File: src/nic_macros.svh
// NIC control path constants
`ifndef NIC_MACROS_SVH
`define NIC_MACROS_SVH

// ---------------------------------------------------------------------
// Datapath
// ---------------------------------------------------------------------
`define DATA_W          64                   // Rx link and register word width
`define REG_BAR         2                    // BAR hit bit for register space

// ---------------------------------------------------------------------
// Timing
// ---------------------------------------------------------------------
`define NSECS_PER_TICK  32'd4                // 250 MHz trn_clk
`define NSECS_PER_SEC   32'd1000000000       // Nanosecond wrap point
`define INT_HOLDOFF     16                   // Min idle cycles between interrupts

`endif

File: src/nic_regs_pkg.sv
// NIC register map types
`include "nic_macros.svh"

package nic_regs_pkg;

    // ---------------------------------------------------------------------
    // Register offsets in the register BAR
    // ---------------------------------------------------------------------
    typedef logic [7:0] reg_offset_t;

    localparam reg_offset_t PAGE1_ADDR = 8'h00;  // Rx huge page slot 1
    localparam reg_offset_t PAGE2_ADDR = 8'h08;  // Rx huge page slot 2
    localparam reg_offset_t SYS_TIME   = 8'h10;  // Secs and nsecs load
    localparam reg_offset_t RX_CTRL    = 8'h18;  // Bit 0 timestamp enable

    typedef logic page_slot_t;               // 0 = slot 1, 1 = slot 2

    // ---------------------------------------------------------------------
    // Register payload word
    // ---------------------------------------------------------------------
    typedef struct packed {
        logic [`DATA_W/2-1:0] secs;          // Upper half
        logic [`DATA_W/2-1:0] nsecs;         // Lower half
    } time_word_t;

    // Page writes use addr, time writes use tm
    typedef union packed {
        logic [`DATA_W-1:0] addr;
        time_word_t         tm;
    } reg_data_u;

endpackage

File: src/pcie_tlp_pkg.sv
// PCIe TLP header types
package pcie_tlp_pkg;

    // ---------------------------------------------------------------------
    // Format and type
    // ---------------------------------------------------------------------
    typedef logic [6:0] tlp_fmt_type_t;      // fmt[1:0] followed by type[4:0]

    // fmt 2'b10 = 3DW header with data, type 5'b00000 = memory request
    localparam tlp_fmt_type_t MWR32_DATA = 7'b10_00000;

    // ---------------------------------------------------------------------
    // First header DW, bit 31 down to bit 0
    // ---------------------------------------------------------------------
    typedef struct packed {
        logic          rsvd0;                // Bit 31
        tlp_fmt_type_t fmt_type;             // Bits 30:24
        logic          rsvd1;
        logic [2:0]    tc;                   // Traffic class
        logic [3:0]    rsvd2;
        logic          td;                   // Digest present
        logic          ep;                   // Poisoned
        logic [1:0]    attr;                 // Ordering and snoop
        logic [1:0]    rsvd3;
        logic [9:0]    length;               // Payload length in DW
    } tlp_dw0_t;

endpackage

File: src/reg_wr_if.sv
// Register write channel
`timescale 1ns/1ps

interface reg_wr_if
    import nic_regs_pkg::*;
();

    logic        wr_stb;                     // One cycle, no back-pressure
    reg_offset_t offset;                     // Valid with wr_stb
    reg_data_u   data;                       // Valid with wr_stb
    logic        len_ok;                     // TLP carried exactly 2 DW

    modport src (output wr_stb, offset, data, len_ok);
    modport dst (input wr_stb, offset, data, len_ok);

endinterface

File: src/huge_page_regs.sv
// Rx huge page slots
`timescale 1ns/1ps
`include "nic_macros.svh"

module huge_page_regs
    import nic_regs_pkg::*;
(
    input  logic               trn_clk,
    input  logic               reset,
    reg_wr_if.dst              wr,
    input  logic               page_done,
    output logic [`DATA_W-1:0] page_addr,
    output logic               page_valid,
    output logic               page_freed
);

    logic [`DATA_W-1:0] addr_q [2];          // Host addresses per slot
    logic [1:0]         ready_q;             // Slot owned by hardware
    page_slot_t         cur_slot;            // Slot being filled
    page_slot_t         wr_slot;
    logic               wr_hit;

    // ---------------------------------------------------------------------
    // Register write decode
    // ---------------------------------------------------------------------
    assign wr_hit  = wr.wr_stb && wr.len_ok &&
                     (wr.offset == PAGE1_ADDR || wr.offset == PAGE2_ADDR);
    assign wr_slot = page_slot_t'(wr.offset == PAGE2_ADDR);

    always_ff @(posedge trn_clk) begin
        if (wr_hit) begin
            addr_q[wr_slot] <= wr.data.addr; // Address view of the word
        end
    end

    // ---------------------------------------------------------------------
    // Ready flags and slot rotation
    // ---------------------------------------------------------------------
    always_ff @(posedge trn_clk) begin
        if (reset) begin
            ready_q    <= 2'b00;
            cur_slot   <= 1'b1;              // First rotation lands on slot 1
            page_freed <= 1'b0;
        end else begin
            page_freed <= page_done;
            if (page_done) begin
                ready_q[cur_slot] <= 1'b0;   // Hand page back to host
                cur_slot          <= ~cur_slot;
            end
            if (wr_hit) begin
                ready_q[wr_slot] <= 1'b1;    // New page wins over a same-cycle free
            end
        end
    end

    assign page_addr  = addr_q[cur_slot];
    assign page_valid = ready_q[cur_slot];

    // Packet writer only finishes a page it was given
    a_done_needs_valid : assert property (
        @(posedge trn_clk) disable iff (reset)
        page_done |-> page_valid
    );

endmodule

File: src/interrupt_fsm.sv
// Legacy interrupt request FSM
`timescale 1ns/1ps
`include "nic_macros.svh"

module interrupt_fsm (
    input  logic trn_clk,
    input  logic reset,
    input  logic page_freed,
    output logic cfg_interrupt_n,
    input  logic cfg_interrupt_rdy_n
);

    localparam logic [1:0] IDLE    = 2'd0;
    localparam logic [1:0] ASSERT  = 2'd1;   // Request held toward the core
    localparam logic [1:0] HOLDOFF = 2'd2;   // Enforced quiet time
    localparam int         CNT_W   = $clog2(`INT_HOLDOFF);

    logic [1:0]       state_q;
    logic             pending_q;             // Merged requests waiting
    logic [CNT_W-1:0] holdoff_q;

    // ---------------------------------------------------------------------
    // State machine
    // ---------------------------------------------------------------------
    always_ff @(posedge trn_clk) begin
        if (reset) begin
            state_q         <= IDLE;
            pending_q       <= 1'b0;
            holdoff_q       <= '0;
            cfg_interrupt_n <= 1'b1;
        end else begin
            pending_q <= pending_q || page_freed;
            case (state_q)
                IDLE: begin
                    if (pending_q) begin
                        state_q         <= ASSERT;
                        pending_q       <= page_freed;   // Consume one request
                        cfg_interrupt_n <= 1'b0;
                    end
                end
                ASSERT: begin
                    if (!cfg_interrupt_rdy_n) begin
                        state_q         <= HOLDOFF;      // Core took the interrupt
                        cfg_interrupt_n <= 1'b1;
                        holdoff_q       <= CNT_W'(`INT_HOLDOFF - 1);
                    end
                end
                HOLDOFF: begin
                    if (holdoff_q == '0) begin
                        state_q <= IDLE;
                    end else begin
                        holdoff_q <= holdoff_q - 1'b1;
                    end
                end
                default: begin
                    state_q         <= IDLE;
                    cfg_interrupt_n <= 1'b1;
                end
            endcase
        end
    end

    // Once acknowledged the request line stays quiet for the hold-off
    a_holdoff_quiet : assert property (
        @(posedge trn_clk) disable iff (reset)
        (!cfg_interrupt_n && !cfg_interrupt_rdy_n) |=> cfg_interrupt_n [*`INT_HOLDOFF]
    );

endmodule

File: src/pcie_ep_driver.sv
// PCIe endpoint control path
`timescale 1ns/1ps
`include "nic_macros.svh"

module pcie_ep_driver (
    input  logic                 trn_clk,
    input  logic                 reset,

    // Rx local-link
    input  logic [`DATA_W-1:0]   trn_rd,
    input  logic                 trn_rsof_n,
    input  logic                 trn_reof_n,
    input  logic                 trn_rsrc_rdy_n,
    input  logic                 trn_rsrc_dsc_n,
    input  logic [6:0]           trn_rbar_hit_n,

    // Packet writer side
    input  logic                 page_done,
    output logic [`DATA_W-1:0]   page_addr,
    output logic                 page_valid,
    output logic [`DATA_W/2-1:0] sys_nsecs,
    output logic [`DATA_W/2-1:0] sys_secs,
    output logic                 rx_timestamp_en,

    // Configuration interrupt
    output logic                 cfg_interrupt_n,
    input  logic                 cfg_interrupt_rdy_n
);

    // ---------------------------------------------------------------------
    // Register writes from the host
    // ---------------------------------------------------------------------
    reg_wr_if wr_bus ();

    logic page_freed;                        // Slot handed back

    tlp_rx_decoder tlp_rx_decoder_i (
        .trn_clk        (trn_clk),
        .reset          (reset),
        .trn_rd         (trn_rd),
        .trn_rsof_n     (trn_rsof_n),
        .trn_reof_n     (trn_reof_n),
        .trn_rsrc_rdy_n (trn_rsrc_rdy_n),
        .trn_rsrc_dsc_n (trn_rsrc_dsc_n),
        .trn_rbar_hit_n (trn_rbar_hit_n),
        .wr             (wr_bus.src)
    );

    huge_page_regs huge_page_regs_i (
        .trn_clk    (trn_clk),
        .reset      (reset),
        .wr         (wr_bus.dst),
        .page_done  (page_done),
        .page_addr  (page_addr),
        .page_valid (page_valid),
        .page_freed (page_freed)
    );

    sys_time sys_time_i (
        .trn_clk         (trn_clk),
        .reset           (reset),
        .wr              (wr_bus.dst),
        .sys_nsecs       (sys_nsecs),
        .sys_secs        (sys_secs),
        .rx_timestamp_en (rx_timestamp_en)
    );

    // ---------------------------------------------------------------------
    // Interrupt toward the PCIe core
    // ---------------------------------------------------------------------
    interrupt_fsm interrupt_fsm_i (
        .trn_clk             (trn_clk),
        .reset               (reset),
        .page_freed          (page_freed),
        .cfg_interrupt_n     (cfg_interrupt_n),
        .cfg_interrupt_rdy_n (cfg_interrupt_rdy_n)
    );

endmodule

File: src/sys_time.sv
// System time counter
`timescale 1ns/1ps
`include "nic_macros.svh"

module sys_time
    import nic_regs_pkg::*;
(
    input  logic                 trn_clk,
    input  logic                 reset,
    reg_wr_if.dst                wr,
    output logic [`DATA_W/2-1:0] sys_nsecs,
    output logic [`DATA_W/2-1:0] sys_secs,
    output logic                 rx_timestamp_en
);

    logic [`DATA_W/2-1:0] nsecs_sum;
    logic                 load_time;
    logic                 load_ctrl;

    assign nsecs_sum = sys_nsecs + `NSECS_PER_TICK;
    assign load_time = wr.wr_stb && wr.len_ok && (wr.offset == SYS_TIME);
    assign load_ctrl = wr.wr_stb && wr.len_ok && (wr.offset == RX_CTRL);

    // ---------------------------------------------------------------------
    // Counter with nanosecond wrap
    // ---------------------------------------------------------------------
    always_ff @(posedge trn_clk) begin
        if (reset) begin
            sys_nsecs       <= '0;
            sys_secs        <= '0;
            rx_timestamp_en <= 1'b0;
        end else begin
            if (load_time) begin
                sys_nsecs <= wr.data.tm.nsecs;   // Time view of the word
                sys_secs  <= wr.data.tm.secs;
            end else if (nsecs_sum >= `NSECS_PER_SEC) begin
                sys_nsecs <= nsecs_sum - `NSECS_PER_SEC;
                sys_secs  <= sys_secs + 1'b1;    // Carry into seconds
            end else begin
                sys_nsecs <= nsecs_sum;
            end
            if (load_ctrl) begin
                rx_timestamp_en <= wr.data.addr[0];
            end
        end
    end

    // Host loads only nanosecond values below one second
    a_nsecs_in_range : assert property (
        @(posedge trn_clk) disable iff (reset)
        sys_nsecs < `NSECS_PER_SEC
    );

endmodule

File: src/tlp_rx_decoder.sv
// Rx memory write decoder
`timescale 1ns/1ps
`include "nic_macros.svh"

module tlp_rx_decoder
    import pcie_tlp_pkg::*;
    import nic_regs_pkg::*;
(
    input  logic               trn_clk,
    input  logic               reset,
    input  logic [`DATA_W-1:0] trn_rd,
    input  logic               trn_rsof_n,
    input  logic               trn_reof_n,
    input  logic               trn_rsrc_rdy_n,
    input  logic               trn_rsrc_dsc_n,
    input  logic [6:0]         trn_rbar_hit_n,
    reg_wr_if.src              wr
);

    // ---------------------------------------------------------------------
    // Beat qualification
    // ---------------------------------------------------------------------
    tlp_dw0_t    dw0;
    logic        beat_ok;
    logic        sof;
    logic        eof;
    logic        hdr_keep;
    logic        keep_now;
    logic        len_now;

    logic        open_q;                     // TLP started, eof not yet seen
    logic        keep_q;                     // TLP still a candidate write
    logic        len_ok_q;                   // Header length was 2 DW
    logic [1:0]  beat_q;                     // Index of the next beat
    logic [31:0] dw_a_q;                     // Lower payload DW
    reg_offset_t offset_q;

    assign dw0      = tlp_dw0_t'(trn_rd[63:32]);
    assign beat_ok  = !trn_rsrc_rdy_n;
    assign sof      = beat_ok && !trn_rsof_n;
    assign eof      = beat_ok && !trn_reof_n;
    assign hdr_keep = (dw0.fmt_type == MWR32_DATA) && !trn_rbar_hit_n[`REG_BAR];
    assign keep_now = (sof ? hdr_keep : keep_q) && trn_rsrc_dsc_n;  // Discontinue kills
    assign len_now  = sof ? (dw0.length == 10'd2) : len_ok_q;

    // ---------------------------------------------------------------------
    // TLP tracking
    // ---------------------------------------------------------------------
    always_ff @(posedge trn_clk) begin
        if (reset) begin
            open_q   <= 1'b0;
            keep_q   <= 1'b0;
            len_ok_q <= 1'b0;
            beat_q   <= 2'd0;
        end else begin
            keep_q   <= keep_now;
            len_ok_q <= len_now;
            if (!trn_rsrc_dsc_n) begin
                open_q <= 1'b0;              // Abandon the TLP
            end else if (sof && !eof) begin
                open_q <= 1'b1;
            end else if (eof) begin
                open_q <= 1'b0;
            end
            if (sof) begin
                beat_q <= 2'd1;
            end else if (beat_ok && beat_q != 2'd3) begin
                beat_q <= beat_q + 2'd1;     // Saturates on long TLPs
            end
        end
    end

    // Address DW and DW A sit in beat 1
    always_ff @(posedge trn_clk) begin
        if (beat_ok && !sof && beat_q == 2'd1) begin
            offset_q <= reg_offset_t'(trn_rd[39:32]);
            dw_a_q   <= trn_rd[31:0];
        end
    end

    // ---------------------------------------------------------------------
    // Write strobe, one cycle after eof
    // ---------------------------------------------------------------------
    always_ff @(posedge trn_clk) begin
        if (reset) begin
            wr.wr_stb <= 1'b0;
        end else begin
            wr.wr_stb <= eof && keep_now;
        end
    end

    always_ff @(posedge trn_clk) begin
        if (eof) begin
            wr.offset <= offset_q;
            wr.data   <= {trn_rd[63:32], dw_a_q};            // DW B above DW A
            wr.len_ok <= len_now && !sof && (beat_q == 2'd2);  // eof must be beat 2
        end
    end

    // Each TLP closes before the next one starts
    a_no_sof_while_open : assert property (
        @(posedge trn_clk) disable iff (reset)
        sof |-> !open_q
    );

endmodule

File: config.mk
export PLATFORM = sky130hd
export DESIGN_NAME = pcie_ep_driver
export DESIGN_NICKNAME = d
export VERILOG_FILES = /design/src/nic_regs_pkg.sv /design/src/pcie_tlp_pkg.sv /design/src/reg_wr_if.sv /design/src/huge_page_regs.sv /design/src/interrupt_fsm.sv /design/src/pcie_ep_driver.sv /design/src/sys_time.sv /design/src/tlp_rx_decoder.sv
export VERILOG_INCLUDE_DIRS = /design/src /design/src/src
export SDC_FILE = /design/constraint.sdc
export NUM_CORES = 1
export LEC_CHECK = 0
export ABC_AREA = 0
export BUFFER_PORTS_ARGS = -buffer_cell sky130_fd_sc_hd__buf_4
export CAP_MARGIN = 30
export CELL_PAD_IN_SITES_DETAIL_PLACEMENT = 0
export CELL_PAD_IN_SITES_GLOBAL_PLACEMENT = 2
export CORE_ASPECT_RATIO = 0.6
export CORE_MARGIN = 8
export CORE_UTILIZATION = 35
export DETAILED_ROUTE_END_ITERATION = 8
export PLACE_DENSITY_LB_ADDON = 0.1
export SLEW_MARGIN = 20
export SYNTH_ARGS = -nofsm -noshare
export SYNTH_HDL_FRONTEND = slang
export SYNTH_SLANG_ARGS = --single-unit
File: constraint.sdc
create_clock -name trn_clk -period 6.6 [get_ports trn_clk]
set_input_delay 0.33 -clock trn_clk [delete_from_list [all_inputs] [get_ports trn_clk]]
set_output_delay 0.33 -clock trn_clk [all_outputs]
set_load 0.03 [all_outputs]
==> flow_summary_export.csv, run 1 <==
group,metric,value,unit
routing,num_vias,8530,
power_and_ir_drop,clock_power_share,0.364,
power_and_ir_drop,switchingPower,1350,uW
critical_path,worstPathArrival,4.83,ns
die,die_h,166,um
clock_network,clkLatencyLatePin,0.56,ns
die,core_area,0.0366,mm^2
power_and_ir_drop,p_per_area,297,mW/mm^2
synthesis,syn_nets,1032,
finish,num_antenna_cells,0,
routing,drtAntennaViolNets,0,
timing,finalClockSkew,0.0110,ns
critical_path,worstPathCellList,"ha_1 -> nand3_1 -> nor2_1 -> and4_1 -> nor2_1 -> a221oi_1 -> o211ai_2 -> o21bai_4 -> buf_4 -> nand3_1 -> or3_1 -> a311oi_1",
power_and_ir_drop,p_int,3680,uW
run_status,status,"finished clean",
timing,fmax,229,MHz
clock_network,cts_tree,"built",
clock_network,cts.path.max_buffers,3,
timing,setup_viol,0,
finish,drive_gt1_frac,0.285,
synthesis,synth_top_area_frac,0.554,
critical_path,crit_slowest_cell,"nor2_1",
synthesis,synth_edf_count,241,
synthesis,avgSynthCellArea,13.8,um^2
die,fp.dieW,266,um
timing,timing.setup.tns,0,ns
critical_path,critical_path_class,"register to register",
place,gp_congestion,0.840,
routing,totalWireLength,35800,um
clock_network,clkTransAtPathRegs,0.07,ns
timing,period_needed,4.36,ns
power_and_ir_drop,power.share.switching,0.269,
synthesis,ys.flop_type,"edfxtp_1",
critical_path,required,7.07,ns
power_and_ir_drop,combPwrFrac,0.161,
routing,dr.pass1.iters,5,
timing,period_share,0.661,
die,start_util,0.358,
power_and_ir_drop,p_seq_frac,0.475,
clock_network,cts_max_level,1,
die,die_area,0.0440,mm^2
die,ios,210,
clock_network,clock_sinks,324,
routing,viasPerCell,4.87,
timing,hold_viol,0,
timing,rsz0062_at_grt,"false",
worst_hold_path,worst_hold_path_type,"primary input to register",
grt,overflow,0,
finish,area_growth_syn_to_layout,29.5,%
timing,worstMarginPinSlew,0.867,ns
routing,drc,0,
critical_path,crit_fanout,20,
place,port_buffers,203,
worst_hold_path,min_from,"trn_rsrc_dsc_n",
clock_network,clock-root-buffer,"clkbuf_16",
power_and_ir_drop,vdd_drop_max,0.000180,V
routing,post_drt_wl_per_cell,20.5,um
critical_path,critPathMaxStageDelay,0.58,ns
synthesis,ys_top_cells_by_area,"edfxtp_1, dfxtp_1, mux2_2, xnor2_1, xor2_1",
critical_path,r2r_start,"sys_time_i.sys_nsecs[2]",
grt,grt_pass1_vias,8554,
timing,relSlewSlack,0.417,
routing,drt_iter0_drc,449,
grt,grt_pass1_wl,54200,um
critical_path,worstSetupStartpoint,"sys_time_i.sys_nsecs[2]",
synthesis,ys.warnings.count,0,
synthesis,yosysSeqAreaShare,0.681,
power_and_ir_drop,p_leak,0.00600,uW
clock_network,cts_buffers,31,
grt,grt.total_usage,0.158,
die,num_rows,54,
place,place.detailed.hpwl,24400,um
grt,grt_max_degree,55,
synthesis,synth_area,0.0131,mm^2
synthesis,ys_ff_latch,324,
finish,fin_nets,1309,
grt,antenna_found_initial,0,
synthesis,netlist_instances,946,
critical_path,cp-start-kind,"register",
run,maxCapViolations,0,
synthesis,yosys.area.top_type,"edfxtp_1",
synthesis,async_flop_share,0,
synthesis,synth.distinct_cells,63,
critical_path,cp-end-kind,"register",
clock_network,cts_setup_buffers,0,
timing,drv_slew,0,
power_and_ir_drop,finalPower,5030,uW
[path summary, 6_finish.rpt]
| path | slack (ns) | depth (start not counted) | endpoint |
|---|---|---|---|
| worst min register to register | 0.42 | 0 | tlp_rx_decoder_i.wr.offset[5] |
| worst min-delay path | 0.07 | 3 | tlp_rx_decoder_i.keep_q |
| worst max register to register | 2.24 | 12 | sys_time_i.sys_secs[18] |
| worst max-delay path | 2.24 | 12 | sys_time_i.sys_secs[18] |
[registers in the layout, summed over array words and instances (netlist names), named ones only]
name,count
huge_page_regs_i.ready_q,2
huge_page_regs_i.page_freed,1
tlp_rx_decoder_i.wr.wr_stb,1
sys_time_i.sys_nsecs,32
huge_page_regs_i.cur_slot,1
tlp_rx_decoder_i.wr.data,64
tlp_rx_decoder_i.offset_q,8
interrupt_fsm_i.state_q,2
tlp_rx_decoder_i.beat_q,2
tlp_rx_decoder_i.wr.len_ok,1
tlp_rx_decoder_i.wr.offset,8
huge_page_regs_i.addr_q,128
tlp_rx_decoder_i.keep_q,1
interrupt_fsm_i.cfg_interrupt_n,1
interrupt_fsm_i.pending_q,1
tlp_rx_decoder_i.dw_a_q,32
sys_time_i.rx_timestamp_en,1
sys_time_i.sys_secs,32
interrupt_fsm_i.holdoff_q,4
[metrics by stage]
step	instances	cell area (um^2)	hold WS, ns	utilization	setup slack, ns
2_1_floorplan	946	13100	0.400	-	0.482
3_3_place_gp	1627	15200	0.401	0.415	2.37
3_5_place_dp	1629	15200	0.405	0.417	2.33
4_1_cts	1750	16900	0.0312	0.463	2.30
5_1_grt	1750	16900	0.0585	0.463	1.93
6_report	1750	16900	0.0657	0.463	2.24
[synth_stat cells, types with 12 or more instances]
library cell / instances
and3_1: 14
xnor2_1: 37
nand4_1: 28
edfxtp_1: 241
nand2_1: 54
nor3_1: 12
clkbuf_1: 34
and2_1: 15
mux2_2: 66
a211oi_1: 37
o21ai_0: 30
nor2_1: 68
inv_1: 14
dfxtp_1: 83
nand3_1: 24
a21oi_1: 26
xor2_1: 37
nand3b_1: 12
[layout make-up]
| class | instances | area, um^2 |
|---|---|---|
| timing repair buffer | 284 | 2330 |
| multi-input combinational | 568 | 3960 |
| sequential | 324 | 8900 |
| clock buffer | 40 | 860 |
| inverter | 14 | 52.6 |
| fill | 3371 | 19600 |
| clock inverter | 16 | 188 |
| tap | 504 | 631 |
[layout by cell type (no fill, tap or decap), types with 24 or more instances in the layout]
cell,instances
a21oi_1,26
mux2_2,66
buf_4,217
o21ai_0,30
clkbuf_16,31
xor2_1,37
nand3_1,24
xnor2_1,37
nand4_1,28
nand2_1,54
dlygate4sd3_1,65
a211oi_1,37
edfxtp_1,241
dfxtp_1,82
nor2_1,66
[kinds of logic after synthesis]
logic type | Yosys count | share of synthesized area
AND/OR/NAND/NOR | 287 | 0.118
multiplexers | 70 | 0.0599
XOR/XNOR | 74 | 0.0496
adder cells (fa/ha/maj) | 7 | 0.00670
AO/OA/AOI/OAI | 130 | 0.0666
flip-flops | 324 | 0.681
buffers and inverters | 54 | 0.0184
[critical path, delay by kind of cell (launching register included)]
family / cells / cell delay [ns]
flops: 1 / 0.42
compound gates: 4 / 1.43
simple gates: 6 / 1.81
fa+ha+maj: 1 / 0.24
buf+inv: 1 / 0.35
[power groups by stage]
stage,registers [uW],clock network (uW),logic (uW)
after global placement,2440,0,777
after floorplan,2490,0,442
final,2390,1830,811
after global routing,2400,1980,877
after CTS,2390,1890,819
after detailed placement,2430,0,784
[metal layers]
metal  wire length (um)  global-route usage  vias to the layer above
li1                   -                   -                     4119
met1              18200               0.237                     4192
met2              15200               0.235                      187
met3               1940              0.0348                       32
met4                442              0.0238                        0
met5                  0                   0                        -
[what timing repair did]
action,4_1_cts,5_1_grt
hold endpoints to repair,73,0
gates resized for setup,0,0
hold buffers,65,0
(Power assumes the default switching activity.)
==> run 2, diff against run 1 <==
--- a/config.mk
+++ b/config.mk
@@ -13,7 +13,7 @@
 export CELL_PAD_IN_SITES_GLOBAL_PLACEMENT = 2
 export CORE_ASPECT_RATIO = 0.6
 export CORE_MARGIN = 8
-export CORE_UTILIZATION = 35
+export CORE_UTILIZATION = 39
 export DETAILED_ROUTE_END_ITERATION = 8
 export PLACE_DENSITY_LB_ADDON = 0.1
 export SLEW_MARGIN = 20
==> constraint.sdc (replaced) <==
create_clock -name trn_clk -period 4.34 [get_ports trn_clk]
set_input_delay 0.217 -clock trn_clk [delete_from_list [all_inputs] [get_ports trn_clk]]
set_output_delay 0.217 -clock trn_clk [all_outputs]
set_load 0.03 [all_outputs]
==> run 2 against run 1 <==
Worst setup slack lost 1.8 ns. Clock-buffer cell count unchanged. Highest routed layer unchanged. Sequential share of layout area barely moved.
==> flow_summary_export.csv, run 2 (synthesis gave the netlist of run 1 again) <==
group,metric,value,unit
run_status,status,"finished clean",
place,port_buffers,203,
critical_path,worstPathArrival,4.30,ns
finish,fill_cells,2942,
finish,final_common_cell,"edfxtp_1",
clock_network,cts.path.max_buffers,3,
power_and_ir_drop,power.share.switching,0.273,
routing,num_vias,8683,
die,core_area,0.0334,mm^2
routing,drc,0,
power_and_ir_drop,switchingPower,2050,uW
die,die_h,158,um
clock_network,cts_setup_buffers,0,
clock_network,cts_tree,"built",
die,fp.dieW,252,um
routing,viasPerCell,5.05,
finish,fin_nets,1320,
power_and_ir_drop,vdd_drop_max,0.000368,V
routing,dr.pass1.iters,5,
routing,drtAntennaViolNets,0,
grt,grt.total_usage,0.175,
finish,stdcell_count,1718,
power_and_ir_drop,p_leak,0.00603,uW
finish,reg.largest.list,"huge_page_regs_i.addr_q x128, tlp_rx_decoder_i.wr.data x64",
grt,grt_max_degree,80,
run,maxCapViolations,0,
clock_network,clock-root-buffer,"clkbuf_16",
die,start_util,0.392,
timing,finalClockSkew,0.0224,ns
clock_network,post_cts_resized,0,
critical_path,cp-end-kind,"register",
routing,drt_iter0_drc,533,
worst_hold_path,worst_hold_path_type,"primary input to register",
clock_network,clkTransAtPathRegs,0.07,ns
timing,setup_viol,0,
timing,drv_slew,0,
routing,post_drt_wl_per_cell,20.6,um
clock_network,clkLatencyLatePin,0.57,ns
grt,antenna_found_initial,1,
timing,relSlewSlack,0.408,
critical_path,crit_fanout,17,
finish,largest_reg_flops,128,
power_and_ir_drop,p_seq_frac,0.482,
die,num_rows,52,
finish,drive_gt1_frac,0.285,
die,ios,210,
timing,worstMarginPinSlew,0.889,ns
grt,grt_pass1_wl,53700,um
timing,period_needed,3.88,ns
finish,regMostFlops,"huge_page_regs_i.addr_q",
power_and_ir_drop,p_int,5450,uW
grt,grt_pass1_vias,8681,
clock_network,clock_sinks,324,
grt,overflow,0,
finish,regArea,0.00890,mm^2
timing,rsz0062_at_grt,"false",
critical_path,cp-start-kind,"register",
timing,fmax,258,MHz
power_and_ir_drop,p_per_area,444,mW/mm^2
finish,multi_input_area,0.00397,mm^2
place,gp_congestion,0.829,
critical_path,required,4.76,ns
finish,area_growth_syn_to_layout,29.4,%
critical_path,critical_path_class,"register to register",
place,place_inst,1590,
power_and_ir_drop,combPwrFrac,0.169,
timing,hold_viol,0,
timing,timing.setup.tns,0,ns
finish,mostFrequentLayoutCells,"edfxtp_1, buf_4, dfxtp_1",
clock_network,cts_max_level,1,
place,place.detailed.hpwl,23700,um
timing,period_share,0.895,
clock_network,cts_buffers,30,
die,die_area,0.0398,mm^2
power_and_ir_drop,clock_power_share,0.349,
routing,totalWireLength,35400,um
==> run 2: power groups by stage <==
stage	Clock, uW	Sequential (uW)	Combinational (uW)
after floorplan	0	3780	673
after global placement	0	3680	1230
after detailed placement	0	3680	1230
after CTS	2710	3620	1280
after global routing	2820	3640	1380
final	2620	3620	1270
==> run 2: worst paths after layout <==
kind	from	end	slack [ns]	depth (start not counted)
min	trn_reof_n	tlp_rx_decoder_i.wr.data[29]	0.11	2
min reg2reg	tlp_rx_decoder_i.dw_a_q[5]	tlp_rx_decoder_i.wr.data[5]	0.42	0
max	sys_time_i.sys_nsecs[2]	sys_time_i.sys_nsecs[20]	0.46	13
max reg2reg	sys_time_i.sys_nsecs[2]	sys_time_i.sys_nsecs[20]	0.46	13
==> run 2: per-layer routing <==
| metal | track usage | up-vias | wire length (um) |
|---|---|---|---|
| met5 | 0 | - | 0 |
| met4 | 0.0324 | 0 | 622 |
| met3 | 0.0395 | 36 | 2050 |
| met2 | 0.259 | 197 | 15300 |
| met1 | 0.261 | 4307 | 17400 |
| li1 | - | 4143 | - |
==> run 2: worst max-delay path, cell delays in order (launching register included) <==
cell       delay [ns]
dfxtp_1          0.41
ha_1             0.23
nand3_1          0.22
nor2_1           0.27
buf_4            0.21
o21ai_0          0.22
o311a_1          0.40
or3b_2           0.52
o211ai_2         0.16
o21bai_4         0.20
buf_4            0.26
a32oi_1          0.30
a2bb2oi_1        0.22
a31oi_1          0.10
==> run 2: cell type report <==
class / instances / share of cell area
antenna: 1 / 0.000148
timing repair buffer: 296 / 0.144
sequential: 324 / 0.526
clock buffer: 40 / 0.0491
inverter: 14 / 0.00311
multi-input combinational: 568 / 0.235
clock inverter: 16 / 0.00836
tap: 459 / 0.0340
==> run 2: repair_timing <==
action | CTS | global route
endpoints found under the hold margin | 81 | 0
setup endpoints to repair | 0 | 0
hold buffers | 70 | 0
==> run 2: metrics by stage <==
stage	total power, uW	hold WS, ns	area [um^2]	util	setup WS (ns)
global route	7840	0.0971	16900	0.507	0.0560
floorplan	4460	0.316	13100	-	0.505
detailed placement	4910	0.396	15200	0.456	0.459
finish	7500	0.111	16900	0.507	0.457
global placement	4910	0.395	15200	0.455	0.490
CTS	7610	0.0906	16900	0.506	0.434
==> run 3, diff against run 2 <==
--- a/config.mk
+++ b/config.mk
@@ -15,7 +15,7 @@
 export CORE_MARGIN = 8
 export CORE_UTILIZATION = 39
 export DETAILED_ROUTE_END_ITERATION = 8
-export PLACE_DENSITY_LB_ADDON = 0.1
+export PLACE_DENSITY = 0.84
 export SLEW_MARGIN = 20
 export SYNTH_ARGS = -nofsm -noshare
 export SYNTH_HDL_FRONTEND = slang
==> constraint.sdc (replaced) <==
create_clock -name trn_clk -period 4.34 [get_ports trn_clk]
set_input_delay 0.651 -clock trn_clk [delete_from_list [all_inputs] [get_ports trn_clk]]
set_output_delay 0.651 -clock trn_clk [all_outputs]
set_load 0.03 [all_outputs]
==> run 3 against run 2 <==
Fmax fell by 3.3%. Worst setup slack got worse by 0.13 ns. Critical path depth fell by 1. Clock power rose by 2%. Global-route usage fell by 0.95 points. Combinational power fell by 6%. Final cell count fell by 4.3%. Final area fell by 4.2%. Wire length fell by 3.0%. Hold slack improved by 0.15 ns. Power barely moved. Critical path type unchanged. Critical endpoint is now sys_time_i.sys_nsecs[23].
==> flow_summary_export.csv, run 3 (synthesis gave the netlist of run 1 again) <==
group,metric,value,unit
clock_network,cts_hold_buf,0,
place,gp_congestion,0.865,
routing,viasPerCell,5.10,
run_status,status,"finished clean",
routing,dr.pass1.iters,5,
timing,finalClockSkew,0.0210,ns
grt,grt_pass1_vias,8179,
clock_network,clkLatencyLatePin,0.56,ns
timing,relSlewSlack,0.388,
finish,area_growth_syn_to_layout,23.9,%
power_and_ir_drop,p_seq_frac,0.484,
die,fp.dieW,252,um
die,ios,210,
grt,antenna_found_initial,0,
critical_path,required,4.78,ns
clock_network,cts_max_level,1,
timing,setup_viol,0,
routing,drt_iter0_drc,654,
timing,hold_slack,0.262,ns
die,core_area,0.0334,mm^2
worst_hold_path,worst_hold_path_type,"primary input to register",
critical_path,crit_fanout,16,
routing,post_drt_wl_per_cell,20.9,um
finish,fill_cells,2980,
die,die_area,0.0398,mm^2
finish,mostFrequentLayoutCells,"edfxtp_1, buf_4, dfxtp_1",
timing,fmax,249,MHz
place,place.detailed.hpwl,23500,um
routing,num_vias,8388,
critical_path,worstPathArrival,4.45,ns
die,num_rows,52,
finish,drive_gt1_frac,0.300,
timing,worstMarginPinSlew,0.918,ns
critical_path,cp-end-kind,"register",
clock_network,cts_setup_buffers,0,
power_and_ir_drop,p_int,5470,uW
routing,drtAntennaViolNets,0,
routing,totalWireLength,34300,um
critical_path,reg2reg_depth,12,
critical_path,worstSetupStartpoint,"sys_time_i.sys_nsecs[2]",
clock_network,clock_sinks,324,
grt,overflow,0,
clock_network,clock-root-buffer,"clkbuf_16",
timing,timing.setup.tns,0,ns
timing,hold_viol,0,
grt,grt_max_degree,75,
run,maxCapViolations,0,
power_and_ir_drop,vdd_drop_max,0.000270,V
critical_path,cp-start-kind,"register",
clock_network,clkTransAtPathRegs,0.07,ns
finish,reg.largest.list,"huge_page_regs_i.addr_q x128, tlp_rx_decoder_i.wr.data x64",
critical_path,reg2reg_slack,0.32,ns
grt,grt_pass1_wl,50700,um
finish,largest_reg_flops,128,
power_and_ir_drop,clock_power_share,0.356,
timing,rsz0062_at_grt,"false",
clock_network,cts.path.max_buffers,3,
timing,period_needed,4.02,ns
clock_network,post_cts_resized,0,
die,start_util,0.392,
power_and_ir_drop,p_leak,0.00572,uW
place,port_buffers,203,
die,die_h,158,um
timing,period_share,0.925,
critical_path,timing.critical_path.to,"sys_time_i.sys_nsecs[23]",
finish,fin_nets,1247,
routing,drc,0,
critical_path,r2r-end,"sys_time_i.sys_nsecs[23]",
power_and_ir_drop,combPwrFrac,0.160,
critical_path,r2r_start,"sys_time_i.sys_nsecs[2]",
power_and_ir_drop,power.share.switching,0.270,
power_and_ir_drop,switchingPower,2030,uW
power_and_ir_drop,p_per_area,463,mW/mm^2
clock_network,cts_tree,"built",
critical_path,critical_path_class,"register to register",
finish,num_antenna_cells,0,
clock_network,cts_buffers,30,
timing,drv_slew,0,
grt,grt.total_usage,0.165,
finish,final_common_cell,"edfxtp_1",
finish,regMostFlops,"huge_page_regs_i.addr_q",
run 3: cell count changes in the layout (fill, tap and decap cells not counted), sizes merged:
cell | before | now
buf | 226 | 223
dlygate4sd3 | 70 | 0
clkinv | 10 | 6
clkinvlp | 3 | 4
clkbuf | 40 | 44
inv | 15 | 14
diode | 1 | 0
run 3: worst min path at each step:
| stage | cells past startpoint | slack (ns) | startpoint | endpoint |
|---|---|---|---|---|
| final | 1 | 0.26 | trn_rd[42] | tlp_rx_decoder_i.wr.data[42] |
| after global routing | 1 | 0.22 | trn_rd[17] | tlp_rx_decoder_i.dw_a_q[17] |
| after CTS | 1 | 0.23 | trn_rd[21] | tlp_rx_decoder_i.dw_a_q[21] |
| after detailed placement | 0 | 0.40 | tlp_rx_decoder_i.offset_q[5] | tlp_rx_decoder_i.wr.offset[5] |
| after global placement | 0 | 0.40 | tlp_rx_decoder_i.dw_a_q[26] | tlp_rx_decoder_i.wr.data[26] |
| after floorplan | 0 | 0.40 | tlp_rx_decoder_i.dw_a_q[0] | tlp_rx_decoder_i.wr.data[0] |
run 3: layer usage:
layer  track usage  share of wire  wire length, um
met1         0.255           0.51            17400
met2         0.242           0.43            14700
met3        0.0321          0.054             1840
met4        0.0228          0.011              388
met5             0              0                0
run 3: per-stage QoR:
stage,instance area (um^2),total power (uW),std cells,util,worst slack [ns]
CTS,16200,7580,1644,0.485,0.344
finish,16200,7500,1644,0.485,0.324
global placement,15200,4880,1587,0.454,0.389
detailed placement,15200,4900,1588,0.455,0.366
global route,16200,7790,1644,0.485,0.0398
floorplan,13100,4460,946,-,0.110
run 3: final cells by class:
cell class | count | area, um^2 | share of cell area
Clock buffer | 44 | 885 | 0.0546
Sequential cell | 324 | 8900 | 0.549
Inverter | 14 | 52.6 | 0.00324
Multi-Input combinational cell | 568 | 3970 | 0.245
Tap cell | 459 | 574 | 0.0354
Clock inverter | 12 | 124 | 0.00764
Timing Repair Buffer | 223 | 1700 | 0.105
run 3: worst max-delay path, cell delays in order, from the launching register on:
cell and delay (ns):
dfxtp_1 0.42, ha_1 0.24, and3_1 0.38, nand3_1 0.14
xnor2_1 0.34, o211ai_1 0.28, a221oi_1 0.48, o211ai_2 0.23
o21bai_4 0.49, buf_4 0.34, o21ai_0 0.17, xnor2_1 0.27
o21ai_0 0.11
run 3: power groups by stage:
| stage | logic (uW) | registers, uW | clock network [uW] |
|---|---|---|---|
| floorplan | 673 | 3780 | 0 |
| global placement | 1180 | 3700 | 0 |
| detailed placement | 1200 | 3700 | 0 |
| CTS | 1210 | 3630 | 2740 |
| global route | 1280 | 3660 | 2850 |
| finish | 1200 | 3630 | 2670 |
